## src/cache_pkg.sv

```systemverilog
package cache_pkg;

    // Processor word, also the width of a word address
    parameter int WORD_W = 16;

    // Line geometry
    parameter int LINE_WORDS = 4;
    parameter int LINE_W = WORD_W * LINE_WORDS;

    // Address split: tag in 15..3, set in bit 2, word offset in 1..0
    parameter int OFF_W = 2;
    parameter int TAG_W = 13;

    // Two sets, selected by the address bit just above the offset
    parameter int NUM_SETS = 2;

    // Controller states
    typedef enum logic [2:0] {
        // Waiting for a processor strobe
        ST_IDLE,
        // Tag compare against the latched address
        ST_LOOKUP,
        // Line read outstanding at main memory
        ST_MEM_RD,
        // Returned line written into the arrays
        ST_FILL,
        // Write-through outstanding at main memory
        ST_MEM_WR
    } ctrl_state_t;

endpackage

```

## src/cache_tag_array.sv

```systemverilog
module cache_tag_array
    import cache_pkg::*;
(
    input  logic              clk,
    input  logic              reset_n,
    input  logic [WORD_W-1:0] i_lookup_addr,
    input  logic              i_touch,
    input  logic              i_touch_way,
    input  logic              i_fill,
    input  logic              i_fill_way,
    input  logic [WORD_W-1:0] i_fill_addr,
    output logic              o_hit,
    output logic              o_hit_way,
    output logic              o_victim_way
);

    logic [1:0]          valid_q [NUM_SETS];
    logic [TAG_W-1:0]    tag_q   [NUM_SETS][2];
    logic [NUM_SETS-1:0] lru_q;
    logic                set_sel;
    logic                fill_set;
    logic [TAG_W-1:0]    lookup_tag;
    logic [1:0]          match;

    assign set_sel    = i_lookup_addr[OFF_W];
    assign fill_set   = i_fill_addr[OFF_W];
    assign lookup_tag = i_lookup_addr[WORD_W-1 -: TAG_W];

    // Compare both ways of the indexed set
    assign match[0] = valid_q[set_sel][0] && (tag_q[set_sel][0] == lookup_tag);
    assign match[1] = valid_q[set_sel][1] && (tag_q[set_sel][1] == lookup_tag);
    assign o_hit     = |match;
    assign o_hit_way = match[1];

    // Empty way first, otherwise the one the LRU bit names
    always_comb begin
        if (!valid_q[set_sel][0]) begin
            o_victim_way = 1'b0;
        end else if (!valid_q[set_sel][1]) begin
            o_victim_way = 1'b1;
        end else begin
            o_victim_way = lru_q[set_sel];
        end
    end

    always_ff @(posedge clk) begin
        if (!reset_n) begin
            for (int s = 0; s < NUM_SETS; s++) begin
                valid_q[s] <= 2'b00;
            end
            lru_q <= '0;
        end else begin
            // LRU points away from the way just used
            if (i_touch) begin
                lru_q[set_sel] <= ~i_touch_way;
            end
            if (i_fill) begin
                valid_q[fill_set][i_fill_way] <= 1'b1;
                lru_q[fill_set]               <= ~i_fill_way;
            end
        end
    end

    always_ff @(posedge clk) begin
        if (i_fill) begin
            tag_q[fill_set][i_fill_way] <= i_fill_addr[WORD_W-1 -: TAG_W];
        end
    end

endmodule

```

## config.mk

```make
export PLATFORM = sky130hd
export DESIGN_NAME = cache_tag_array
export DESIGN_NICKNAME = d
export VERILOG_FILES = /design/src/cache_pkg.sv /design/src/cache_tag_array.sv
export SDC_FILE = /design/constraint.sdc
export NUM_CORES = 1
export LEC_CHECK = 0
export BUFFER_PORTS_ARGS = -buffer_cell sky130_fd_sc_hd__buf_2
export CORE_ASPECT_RATIO = 0.7
export CORE_MARGIN = 2
export CORE_UTILIZATION = 50
export CTS_BUF_LIST = sky130_fd_sc_hd__clkbuf_16
export DETAILED_ROUTE_END_ITERATION = 8
export PLACE_DENSITY = 0.72
export SYNTH_ARGS = -nofsm -noshare
export SYNTH_HDL_FRONTEND = slang
export SYNTH_SLANG_ARGS = --single-unit
```

## constraint.sdc

```tcl
create_clock -name clk -period 2.3 [get_ports clk]
set_clock_uncertainty 0.05 [all_clocks]
set_input_delay 0.46 -clock clk [delete_from_list [all_inputs] [get_ports clk]]
set_output_delay 0.46 -clock clk [all_outputs]
set_load 0.02 [all_outputs]
```

# After elaboration in Yosys (flattened, before gate mapping)
# Memory sizes are Yosys's and may differ from the RTL's.
# Cells that the tools add are included.
# word_totals
regBits	2
ramBits	56
inputBits	38
out_inout_bits	3
memories	2
# mem_list
memory	depth	word_bits	rd	rd_clocked_by_memory_dff	wr	line_no	text
tag_q	2	26	1	0	1	cache_tag_array.sv:18	logic [TAG_W-1:0] tag_q [NUM_SETS][2];
valid_q	2	2	1	0	2	cache_tag_array.sv:17	logic [1:0] valid_q [NUM_SETS];
# op_classes
n_lt_le_gt_ge	8
n_eq_ne	2
mux	25
n_bitwise	3
n_reduce_logical	8
# ops
cell	count
13-bit equality test	2
26-bit 2-to-1 mux	1
13-bit demux with 1-bit select	1
13-bit 2-to-1 mux	1
2-bit 2-to-1 mux	6
1-bit 2-to-1 mux	11
1-bit logical AND	6
1-bit by 2-bit < comparator with 1-bit output, second input constant	3
2-bit bitwise mux	2
2-bit OR reduction	2
1-bit demux with 1-bit select	3
1-bit >= comparator, second input constant	3
2-bit >= comparator, second input constant	1
2-bit by 1-bit < comparator with 1-bit output, second input constant	1
1-bit inverter	2
1-bit inverter with 2-bit output	1

# Depth between registers and ports, before layout
# Gate-level depths: netlist (run 1).
# logic_depth
word_depth	9
ltp_mapped	7
mapped_depth_nobuf	5

# Worst setup path before layout (run 1)
# Ideal clock, no wire load.
# synth_path
kind	input-to-output
startpoint	in i_lookup_addr[2]
endpoint	out o_hit
arrival_time_ns	1.810
slack_ns	-0.020
stages	7
cell_sequence	buf_6 > buf_6 > mux2i_1 > xnor2_1 > nor4_1 > and4_1 > a31o_1
# synth_between
elab_chain_cells	4
word_cells_on_any_way	7
# synth_lines
item	line_no	text
start: declaration	cache_tag_array.sv:6	input logic [WORD_W-1:0] i_lookup_addr,
memory read 2 x 26 bit	--	
13-bit equality test	cache_tag_array.sv:31	assign match[1] = valid_q[set_sel][1] && (tag_q[set_sel][1] == lookup_tag);
1-bit logical AND (*)	cache_tag_array.sv:31	
net o_hit_way	cache_tag_array.sv:13	output logic o_hit_way,
2-bit OR reduction (*)	cache_tag_array.sv:32	assign o_hit = |match;
end: declaration	cache_tag_array.sv:12	output logic o_hit,
# Mark *: on every way through the listed nets, which the timed path passes. The rest lies on a longest branch.

# Worst setup path in the final report (run 1)
# layout_path
startpoint	in i_lookup_addr[2]
endpoint	out o_hit
# layout_between
elab_chain_cells	4
word_cells_on_any_way	7
# layout_lines
item	line_no
memory read 2 x 26 bit	--
13-bit equality test, on equally long branches	cache_tag_array.sv:31, cache_tag_array.sv:30
1-bit logical AND, on equally long branches	cache_tag_array.sv:31, cache_tag_array.sv:30
2-bit OR reduction (*)	cache_tag_array.sv:32
# Every way passes the cells marked *; elsewhere a longest branch is shown, timed or not.

==> impl_results.rst, run 1 <==
.. list-table::
   :header-rows: 1

   * - Metric
     - Value
   * - Fraction of synthesized area in multiplexers
     - 10.7%
   * - Post-layout power
     - 2.67 mW
   * - Detail Route met2 WL
     - 2280 µm
   * - Std-Cell Core Area
     - 4730 µm²
   * - Mapped Area
     - 2440 µm²
   * - Fraction of registers with async set or reset after synthesis
     - 0%
   * - Fraction of final layout cells sized beyond drive strength 1
     - 31.5%
   * - Number of unique standard cell types used by synthesis
     - 26
   * - Outcome
     - complete, but fails checks
   * - Peak Freq
     - 422 MHz
   * - Clock transition at path regs
     - 0.05 ns
   * - Synth top area share
     - 63.9%
   * - Beginning of the worst register-to-register path
     - lru_q[0]$_SDFF_PN0_
   * - Die outline height
     - 62.5 µm
   * - Nets in the synthesized netlist
     - 192
   * - Min-Delay Path Depth
     - 1
   * - Setup total negative slack
     - -0.0702 ns
   * - Final hold violation count
     - 0
   * - Number of cells in the finished layout apart from fillers
     - 276
   * - Switching Share
     - 20.1%
   * - Max Fanout on Critical Path
     - 6
   * - DRC marker count from the first detailed-route iteration
     - 122
   * - Setup-violating endpoint count in the final report
     - 1
   * - Sum of routed wire length over all layers
     - 4600 µm
   * - Worst hold start
     - i_fill_addr[6]
   * - Pin count of the biggest net entering global routing
     - 16
   * - Relative contribution of the clock network to total power
     - 45.5%
   * - Detailed-placement wirelength estimate
     - 3090 µm
   * - Total congestion overflow after global routing
     - 0
   * - Count of input and output buffers
     - 36
   * - Least-Margin Pin Slew
     - 0.286 ns
   * - Most instantiated flip-flop cell in the synthesis netlist
     - sky130_fd_sc_hd__edfxtp_1
   * - Proportion of power drawn by combinational gates
     - 8.6%
   * - Die area
     - 5470 µm²
   * - Layout overhead on the synthesized area
     - 28.5%
   * - R2R Setup Slk
     - 1.43 ns
   * - DRC violations left
     - 0
   * - CTS tree
     - done
   * - Post-route minimum period
     - 2.37 ns
   * - Synthesized-area fraction occupied by xor and xnor cells
     - 8.61%
   * - Number of primary I/O pins
     - 41
   * - Final setup slack of the worst path
     - -0.0702 ns
   * - Net Sw Power
     - 536 µW
   * - Critical Path AT
     - 1.86 ns
   * - Fraction of the mapped netlist area in compound gates
     - 5.48%
   * - Global routing usage summed across all routing layers
     - 19.2%
   * - Standard-cell rows
     - 21
   * - DR vias
     - 1,464
   * - Final period utilization
     - 103%
   * - Width of the chip
     - 87.5 µm
   * - Routed len/inst
     - 16.7 µm
   * - Post-cts hold buffer count
     - 0
   * - Internal power of the cells
     - 2.13 mW
   * - Post-Synth Adder-Cell Area
     - 0%
   * - Pleak
     - 1.23 nW
   * - Failing checks
     - negative setup slack
   * - Sequential fraction of design power
     - 45.9%
   * - Tightest Hold Check Type
     - input pin to register
   * - Root Driver
     - sky130_fd_sc_hd__clkbuf_16
   * - Max-cap check violation count
     - 0
   * - First-pass GRT wire length
     - 7260 µm
   * - Number of synthesized register bits
     - 58
   * - Number of antenna violations at the first check in global routing
     - 0
   * - Hold Path Sink
     - tag_q[1][16]$_DFFE_PP_
   * - Via count of the first global-routing pass
     - 1,463
   * - Gp weighted congestion
     - 0.857
   * - Longest Clk Path Bufs
     - 2
   * - Skew-Pair Late Insertion Delay
     - 0.32 ns
   * - Post-synthesis instance total
     - 154
   * - Cell area reported after detailed placement
     - 2750 µm²
   * - Number of synthesized flops with an enable pin
     - 52
   * - Top cell type by total area after synthesis
     - sky130_fd_sc_hd__edfxtp_1
   * - Cell types with the highest counts after synthesis
     - 52 x sky130_fd_sc_hd__edfxtp_1, 26 x sky130_fd_sc_hd__mux2i_1, 16 x sky130_fd_sc_hd__xnor2_1, 8 x sky130_fd_sc_hd__xor2_1, 6 x sky130_fd_sc_hd__dfxtp_1
   * - Worst setup path class
     - input pin to primary output
   * - Highest routed metal layer
     - met4
   * - Biggest area contributors in the synthesized netlist
     - sky130_fd_sc_hd__edfxtp_1 64%, sky130_fd_sc_hd__mux2i_1 11%, sky130_fd_sc_hd__xnor2_1 5.7%
   * - Instance count after placement with tap cells included
     - 253
   * - Most common cell in the synthesized netlist
     - sky130_fd_sc_hd__edfxtp_1
   * - Post-synthesis simple-gate area fraction
     - 4.20%
   * - Number of nets in the final layout
     - 252
   * - Power density cells
     - 849 nW/µm²
   * - Worst r2r path cells
     - 2
   * - Worst Setup End Kind
     - primary output
   * - Synthesis warning total
     - 0
   * - Avg Vias per Cell
     - 5.30
   * - Met1 wire length
     - 1970 µm
   * - Cts bufs inserted
     - 9
   * - Starting density of the core
     - 51.6%
   * - RSZ-0062 raised after global routing
     - yes
   * - CTS Sinks
     - 58
   * - Max VDD drop
     - 0.636 mV
   * - Worst Setup Start Kind
     - input pin
   * - Number of pins with negative max-slew slack in the final report
     - 0
   * - Antenna viol nets, final
     - 0
   * - Worst relative slew slack
     - 80.8%
   * - Detail Route met3 WL
     - 266 µm
   * - Largest family of logic cells by synthesized area
     - multiplexers
   * - Design Area, Final
     - 3140 µm²
   * - Sequential share of the synthesized area
     - 68.9%
   * - # diodes
     - 0
   * - Number of H-tree levels
     - 3
   * - First-pass iteration count of the detailed router
     - 4
   * - Endpoint required time on the critical path
     - 1.79 ns
   * - Endpoint of the lowest-slack register-to-register path
     - lru_q[0]$_SDFF_PN0_
   * - Per-instance average area after synthesis
     - 15.9 µm²
-- routing by layer --
metal  vias up  global-route usage (%)
met1       706                    23.2
li1        705                       -
met5         -                       0
met4         0                    9.23
met2        46                    29.6
met3         7                    8.19
-- worst max-delay path, stage by stage --
cell                      delay (ns)
sky130_fd_sc_hd__buf_12         0.12
sky130_fd_sc_hd__buf_12         0.13
sky130_fd_sc_hd__buf_4          0.15
sky130_fd_sc_hd__buf_4          0.13
sky130_fd_sc_hd__mux2i_1        0.16
sky130_fd_sc_hd__xor2_1         0.19
sky130_fd_sc_hd__nand4_1        0.11
sky130_fd_sc_hd__nor2_1         0.11
sky130_fd_sc_hd__a31o_1         0.17
sky130_fd_sc_hd__buf_6          0.12
-- layout make-up --
| cell class | instances | area (µm²) |
|---|---|---|
| clock inverter | 7 | 53.8 |
| tap | 57 | 71.3 |
| fill | 346 | 1590 |
| timing repair buffer | 53 | 355 |
| multi-input combinational | 87 | 732 |
| inverter | 5 | 18.8 |
| sequential | 58 | 1680 |
| clock buffer | 9 | 225 |
-- cell usage in the layout (no fill, tap or decap), drive strengths merged, types with 4 or more instances in the layout --
cell / n
a21oi: 4
buf: 53
clkbuf: 9
dfxtp: 6
edfxtp: 52
inv: 8
mux2i: 26
o21a: 4
o21ai: 4
xnor2: 16
xor2: 8
-- cell families after synthesis --
| family | after synthesis |
|---|---|
| AOI/OAI and AO/OA | 20 |
| xor gates and xnor gates | 24 |
| buffers and inverters | 9 |
| DFF | 58 |
| muxes | 26 |
| and+or+nand+nor | 17 |
-- how the worst max path moves through the flow --
stage / startpoint / to / slack, ns / depth (start not counted)
final: i_lookup_addr[2] / o_hit / -0.07 / 10
after global routing: i_lookup_addr[2] / o_hit / -0.17 / 9
after CTS: i_lookup_addr[2] / o_hit / -0.09 / 8
after detailed placement: i_lookup_addr[2] / o_hit / -0.37 / 8
after global placement: i_lookup_addr[2] / o_hit / -0.26 / 8
after floorplan: i_lookup_addr[2] / o_hit / 0.02 / 7
-- per-stage QoR --
stage                     setup WS (ns)  util (%)  hold WS (ns)
after floorplan                  0.0164         -         0.406
after global placement           -0.261      58.2         0.419
after detailed placement         -0.365      58.2         0.432
after CTS                       -0.0865      66.3         0.295
after global routing             -0.173      66.3         0.293
final                           -0.0702      66.3         0.303
-- power groups by stage --
stage	Sequential [mW]	Combinational (mW)	Clock, mW
2_1_floorplan	1.24	0.118	0
3_3_place_gp	1.24	0.199	0
3_5_place_dp	1.24	0.207	0
4_1_cts	1.22	0.230	1.23
6_report	1.22	0.229	1.21
5_1_grt	1.23	0.250	1.30
-- timing repair --
action / 4_1_cts / 5_1_grt
endpoints found under the setup margin: 2 / 2
gates resized for setup: 16 / 1
pin swaps: 8 / 1
buffers inserted: 7 / 0
-- sequential cells by signal, summed over array words and instances (netlist names) --
name	count
valid_q	4
lru_q	2
tag_q	52
Note: power is estimated with default switching activity, not from simulation.
==> run 2: changes to the inputs <==
Settings changed: BUFFER_PORTS_ARGS -buffer_cell sky130_fd_sc_hd__buf_2 to -buffer_cell sky130_fd_sc_hd__buf_4.
==> impl_results.rst, run 2 (synthesis results as in run 1) <==
.. list-table::
   :header-rows: 1

   * - Metric
     - Value
   * - Sequential fraction of design power
     - 45.1%
   * - Number of antenna violations at the first check in global routing
     - 0
   * - Sum of routed wire length over all layers
     - 4910 µm
   * - Pleak
     - 1.30 nW
   * - Setup-violating endpoint count in the final report
     - 2
   * - DRC violations left
     - 0
   * - Count of input and output buffers
     - 36
   * - Detailed-placement wirelength estimate
     - 3150 µm
   * - Final setup slack of the worst path
     - -0.191 ns
   * - Root Driver
     - sky130_fd_sc_hd__clkbuf_16
   * - Pin count of the biggest net entering global routing
     - 16
   * - First-pass iteration count of the detailed router
     - 5
   * - Most frequent CP cell
     - sky130_fd_sc_hd__buf_12
   * - Die outline height
     - 62.5 µm
   * - CP max stage delay
     - 0.35 ns
   * - Longest Clk Path Bufs
     - 2
   * - Cts bufs inserted
     - 9
   * - Layout overhead on the synthesized area
     - 36.4%
   * - Die area
     - 5470 µm²
   * - Max Fanout on Critical Path
     - 7
   * - # diodes
     - 0
   * - Least-Margin Pin Slew
     - 0.302 ns
   * - Routed len/inst
     - 17.5 µm
   * - Number of nets in the final layout
     - 257
   * - Slowest cell on the critical path
     - sky130_fd_sc_hd__nor4_2
   * - Critical path cell sequence
     - buf_12, buf_12, mux2i_4, xnor2_2, nor4_2, and4_2, a31o_1, buf_6
   * - Gp weighted congestion
     - 0.836
   * - Biggest registers after layout
     - tag_q: 52 flops, valid_q: 4 flops, lru_q: 2 flops
   * - Max-cap check violation count
     - 0
   * - Via count of the first global-routing pass
     - 1,458
   * - Peak Freq
     - 401 MHz
   * - Setup total negative slack
     - -0.323 ns
   * - Antenna viol nets, final
     - 0
   * - Tightest hold margin
     - 0.291 ns
   * - Avg Vias per Cell
     - 5.27
   * - Post-route minimum period
     - 2.49 ns
   * - Worst Setup Start Kind
     - input pin
   * - CTS Sinks
     - 58
   * - RSZ-0062 raised after global routing
     - yes
   * - Internal power of the cells
     - 2.17 mW
   * - Skew-Pair Late Insertion Delay
     - 0.32 ns
   * - Std-Cell Core Area
     - 4730 µm²
   * - Final period utilization
     - 108%
   * - Number of H-tree levels
     - 3
   * - CTS tree
     - done
   * - Relative contribution of the clock network to total power
     - 45.1%
   * - Critical Path AT
     - 1.98 ns
   * - Failing checks
     - negative setup slack
   * - Width of the chip
     - 87.5 µm
   * - Final hold violation count
     - 0
   * - DRC marker count from the first detailed-route iteration
     - 87
   * - Net Sw Power
     - 548 µW
   * - Top register by number of flip-flops
     - tag_q
   * - Worst relative slew slack
     - 79.7%
   * - Fraction of final layout cells sized beyond drive strength 1
     - 35.3%
   * - Tightest Hold Check Type
     - input pin to register
   * - Post-cts hold buffer count
     - 0
   * - Starting density of the core
     - 51.6%
   * - Number of primary I/O pins
     - 41
   * - Proportion of power drawn by combinational gates
     - 9.8%
   * - Total congestion overflow after global routing
     - 0
   * - Clock transition at path regs
     - 0.05 ns
   * - Max reg flops
     - 52
   * - Worst setup path class
     - input pin to primary output
   * - Worst Setup End Kind
     - primary output
   * - Number of pins with negative max-slew slack in the final report
     - 0
   * - Endpoint required time on the critical path
     - 1.79 ns
   * - Most common cell after layout, fill and taps aside
     - sky130_fd_sc_hd__edfxtp_1
   * - Max VDD drop
     - 0.699 mV
   * - Most frequent cells in the layout
     - 52 x sky130_fd_sc_hd__edfxtp_1, 51 x sky130_fd_sc_hd__buf_4, 25 x sky130_fd_sc_hd__mux2i_1
   * - DR vias
     - 1,480
   * - Power density cells
     - 816 nW/µm²
   * - First-pass GRT wire length
     - 7430 µm
   * - Global routing usage summed across all routing layers
     - 19.2%
   * - Switching Share
     - 20.1%
   * - Standard-cell rows
     - 21
   * - Final core utilization
     - 70.4%
   * - Outcome
     - complete, but fails checks
==> run 2: cell types whose count changed in the layout (fill, tap and decap cells not counted) <==
cell                         delta
sky130_fd_sc_hd__buf_12         +1
sky130_fd_sc_hd__buf_2         -33
sky130_fd_sc_hd__buf_4         +36
sky130_fd_sc_hd__buf_8          -1
sky130_fd_sc_hd__bufbuf_16      +1
sky130_fd_sc_hd__clkbuf_16      +1
sky130_fd_sc_hd__clkinv_2       +2
sky130_fd_sc_hd__clkinvlp_4     +1
sky130_fd_sc_hd__inv_1          -3
sky130_fd_sc_hd__mux2i_1        -1
sky130_fd_sc_hd__mux2i_4        +1
sky130_fd_sc_hd__xnor2_1        -1
sky130_fd_sc_hd__xnor2_2        +1
==> run 2: area by class of cell <==
type	count	area [µm²]
multi-input cells	87	752
fillers	318	1400
inverters	5	18.8
clock buffers	9	225
repair buffers	58	523
well taps	57	71.3
flip-flops and latches	58	1680
clock inverters	7	60.1
==> run 2: path summary, 6_finish.rpt <==
kind                            to  slack [ns]  cells past startpoint             startpoint
max                          o_hit       -0.19                      8       i_lookup_addr[2]
min          tag_q[0][9]$_DFFE_PP_        0.29                      1        i_fill_addr[12]
max reg2reg    lru_q[1]$_SDFF_PN0_        1.43                      4    lru_q[1]$_SDFF_PN0_
min reg2reg  valid_q[1][0]$_DFF_P_        0.44                      1  valid_q[1][0]$_DFF_P_
==> run 2: worst max-delay path: cells and delay by family <==
kind	cells	cell delay (ns)
and+or+nand+nor	2	0.65
muxes	1	0.19
AOI/OAI and AO/OA	1	0.15
xor gates and xnor gates	1	0.15
buffers and inverters	3	0.39
==> run 2: stage by stage <==
step	cell area (µm²)	power (mW)	cells	setup slack, ns
after floorplan	2440	1.36	154	0.0164
after CTS	3230	2.72	273	-0.101
after global placement	2880	1.46	256	-0.213
after detailed placement	2880	1.47	256	-0.277
final	3330	2.72	281	-0.191
after global routing	3330	2.82	281	-0.249
==> run 2: power groups by stage <==
stage / Sequential [mW] / Clock (mW) / Combinational (mW)
global route: 1.23 / 1.31 / 0.287
finish: 1.23 / 1.23 / 0.266
CTS: 1.22 / 1.25 / 0.250
global placement: 1.24 / 0 / 0.223
floorplan: 1.24 / 0 / 0.118
detailed placement: 1.24 / 0 / 0.230
==> run 2: timing repair <==
item,CTS,global route
resized for setup,10,3
endpoints found under the setup margin,2,2
setup buffers,0,7
gates cloned,1,1
pin swaps,5,3
==> run 2: per-layer routing <==
layer	vias up	global-route usage (%)	part of all wire, %
li1	720	-	-
met1	723	24.2	47
met2	34	29.8	48
met3	3	8.06	5.0
met4	0	6.54	0.53
met5	-	0	0
==> run 3: changes to the inputs <==
Settings changed: CORE_MARGIN 2 to not set.
==> impl_results.rst, run 3 (synthesis results as in run 1) <==
.. list-table::
   :header-rows: 1

   * - Metric
     - Value
   * - Number of nets in the final layout
     - 250
   * - Critical Path AT
     - 1.92 ns
   * - Detailed-placement wirelength estimate
     - 3140 µm
   * - Longest Clk Path Bufs
     - 2
   * - Count of input and output buffers
     - 36
   * - First-pass iteration count of the detailed router
     - 4
   * - Pin count of the biggest net entering global routing
     - 16
   * - Worst Setup End Kind
     - primary output
   * - Standard-cell rows
     - 20
   * - Clock transition at path regs
     - 0.05 ns
   * - CTS Sinks
     - 58
   * - Setup total negative slack
     - -0.227 ns
   * - Number of antenna violations at the first check in global routing
     - 0
   * - Width of the chip
     - 85.5 µm
   * - Antenna viol nets, final
     - 0
   * - Tightest Hold Check Type
     - input pin to register
   * - Worst r2r path cells
     - 4
   * - Max reg flops
     - 52
   * - Launch point of the critical path
     - tag_q[1][5]$_DFFE_PP_
   * - Total congestion overflow after global routing
     - 0
   * - Beginning of the worst register-to-register path
     - lru_q[1]$_SDFF_PN0_
   * - Max Fanout on Critical Path
     - 2
   * - Peak Freq
     - 412 MHz
   * - DRC violations left
     - 0
   * - DR vias
     - 1,437
   * - Max-cap check violation count
     - 0
   * - Die area
     - 5170 µm²
   * - Die outline height
     - 60.5 µm
   * - Worst setup path class
     - register to primary output
   * - Power density cells
     - 881 nW/µm²
   * - Endpoint of the worst setup timing path
     - o_hit
   * - Number of pins with negative max-slew slack in the final report
     - 0
   * - Via count of the first global-routing pass
     - 1,487
   * - Skew-Pair Late Insertion Delay
     - 0.32 ns
   * - RSZ-0062 raised after global routing
     - yes
   * - Post-route minimum period
     - 2.43 ns
   * - DRC marker count from the first detailed-route iteration
     - 63
   * - Routed len/inst
     - 17.2 µm
   * - Max VDD drop
     - 1.04 mV
   * - # diodes
     - 0
   * - Instance count after placement with tap cells included
     - 253
   * - Std-Cell Core Area
     - 4500 µm²
   * - Failing checks
     - negative setup slack
   * - Number of cells in the finished layout apart from fillers
     - 272
   * - Global routing usage summed across all routing layers
     - 20.2%
   * - Most frequent cells in the layout
     - 52 x sky130_fd_sc_hd__edfxtp_1, 46 x sky130_fd_sc_hd__buf_4, 26 x sky130_fd_sc_hd__mux2i_1
   * - Min-Delay Path Depth
     - 1
   * - Fraction of final layout cells sized beyond drive strength 1
     - 32.3%
   * - Number of primary I/O pins
     - 41
   * - Starting density of the core
     - 54.2%
   * - Worst Setup Start Kind
     - register
   * - Final core utilization
     - 71.7%
   * - Most common cell after layout, fill and taps aside
     - sky130_fd_sc_hd__edfxtp_1
   * - Setup-violating endpoint count in the final report
     - 2
   * - Avg Vias per Cell
     - 5.28
   * - Top register by number of flip-flops
     - tag_q
   * - Pleak
     - 1.25 nW
   * - Outcome
     - complete, but fails checks
   * - Final setup slack of the worst path
     - -0.127 ns
   * - Root Driver
     - sky130_fd_sc_hd__clkbuf_16
   * - Gp weighted congestion
     - 0.742
   * - R2R Setup Slk
     - 1.32 ns
   * - First-pass GRT wire length
     - 7130 µm
   * - Cts bufs inserted
     - 9
   * - CTS tree
     - done
   * - Endpoint of the lowest-slack register-to-register path
     - lru_q[1]$_SDFF_PN0_
   * - Worst relative slew slack
     - 70.7%
   * - Sum of routed wire length over all layers
     - 4670 µm
   * - Final period utilization
     - 106%
   * - Endpoint required time on the critical path
     - 1.79 ns
   * - Final hold violation count
     - 0
   * - Least-Margin Pin Slew
     - 0.428 ns
   * - Layout overhead on the synthesized area
     - 32.2%
   * - Number of H-tree levels
     - 3
   * - Biggest registers after layout
     - tag_q: 52 flops, valid_q: 4 flops, lru_q: 2 flops
run 3: power breakdown:
group | switching [mW] | leakage [nW] | internal, mW
registers | 0.0176 | 0.527 | 1.21
clock network | 0.444 | 0.151 | 0.943
logic | 0.113 | 0.567 | 0.120
run 3: how the worst min path moves through the flow:
| stage | from | endpoint |
|---|---|---|
| final | i_fill_addr[4] | tag_q[0][14]$_DFFE_PP_ |
| after global placement | valid_q[0][0]$_DFF_P_ | valid_q[0][0]$_DFF_P_ |
| after floorplan | valid_q[1][1]$_DFF_P_ | valid_q[1][1]$_DFF_P_ |
| after global routing | i_fill_addr[6] | tag_q[0][16]$_DFFE_PP_ |
| after CTS | i_fill_addr[6] | tag_q[0][16]$_DFFE_PP_ |
| after detailed placement | valid_q[0][0]$_DFF_P_ | valid_q[0][0]$_DFF_P_ |
run 3: cell type report:
class                           instances  area [µm²]
Inverter                                5        18.8
Clock inverter                          7        93.8
Tap cell                               55        68.8
Multi-Input combinational cell         87         721
Clock buffer                            9         225
Sequential cell                        58        1680
Timing Repair Buffer                   51         419
Fill cell                             296        1280
run 3: routing by layer:
metal	track usage (%)	part of all wire, %	vias up
met3	7.07	5.6	9
met1	23.6	44	685
met5	0	0	-
met2	34.2	48	45
li1	-	-	698
met4	10.2	1.8	0
run 3: per-stage QoR:
stage	hold WS (ns)	power [mW]	area (µm²)	setup slack (ns)
6_report	0.282	2.84	3230	-0.127
5_1_grt	0.278	2.93	3230	-0.233
4_1_cts	0.274	2.86	3230	-0.128
3_5_place_dp	0.434	1.47	2840	-0.293
3_3_place_gp	0.429	1.46	2840	-0.318
2_1_floorplan	0.406	1.36	2440	0.0164
run 3: what timing repair did:
item / in CTS / in global routing
endpoints found under the setup margin: 2 / 2
setup buffers: 3 / 0
hold buffers: 0 / 0
gates cloned: 0 / 0
gates resized for setup: 8 / 0
pin swaps: 3 / 0
run 3: worst max-delay path, stage by stage (launching register included):
cell and delay [ns]:
sky130_fd_sc_hd__edfxtp_1 0.35, sky130_fd_sc_hd__mux2i_1 0.20, sky130_fd_sc_hd__xnor2_1 0.09, sky130_fd_sc_hd__a2111oi_0 0.44, sky130_fd_sc_hd__and4_4 0.28, sky130_fd_sc_hd__a31o_1 0.12
sky130_fd_sc_hd__buf_6 0.12
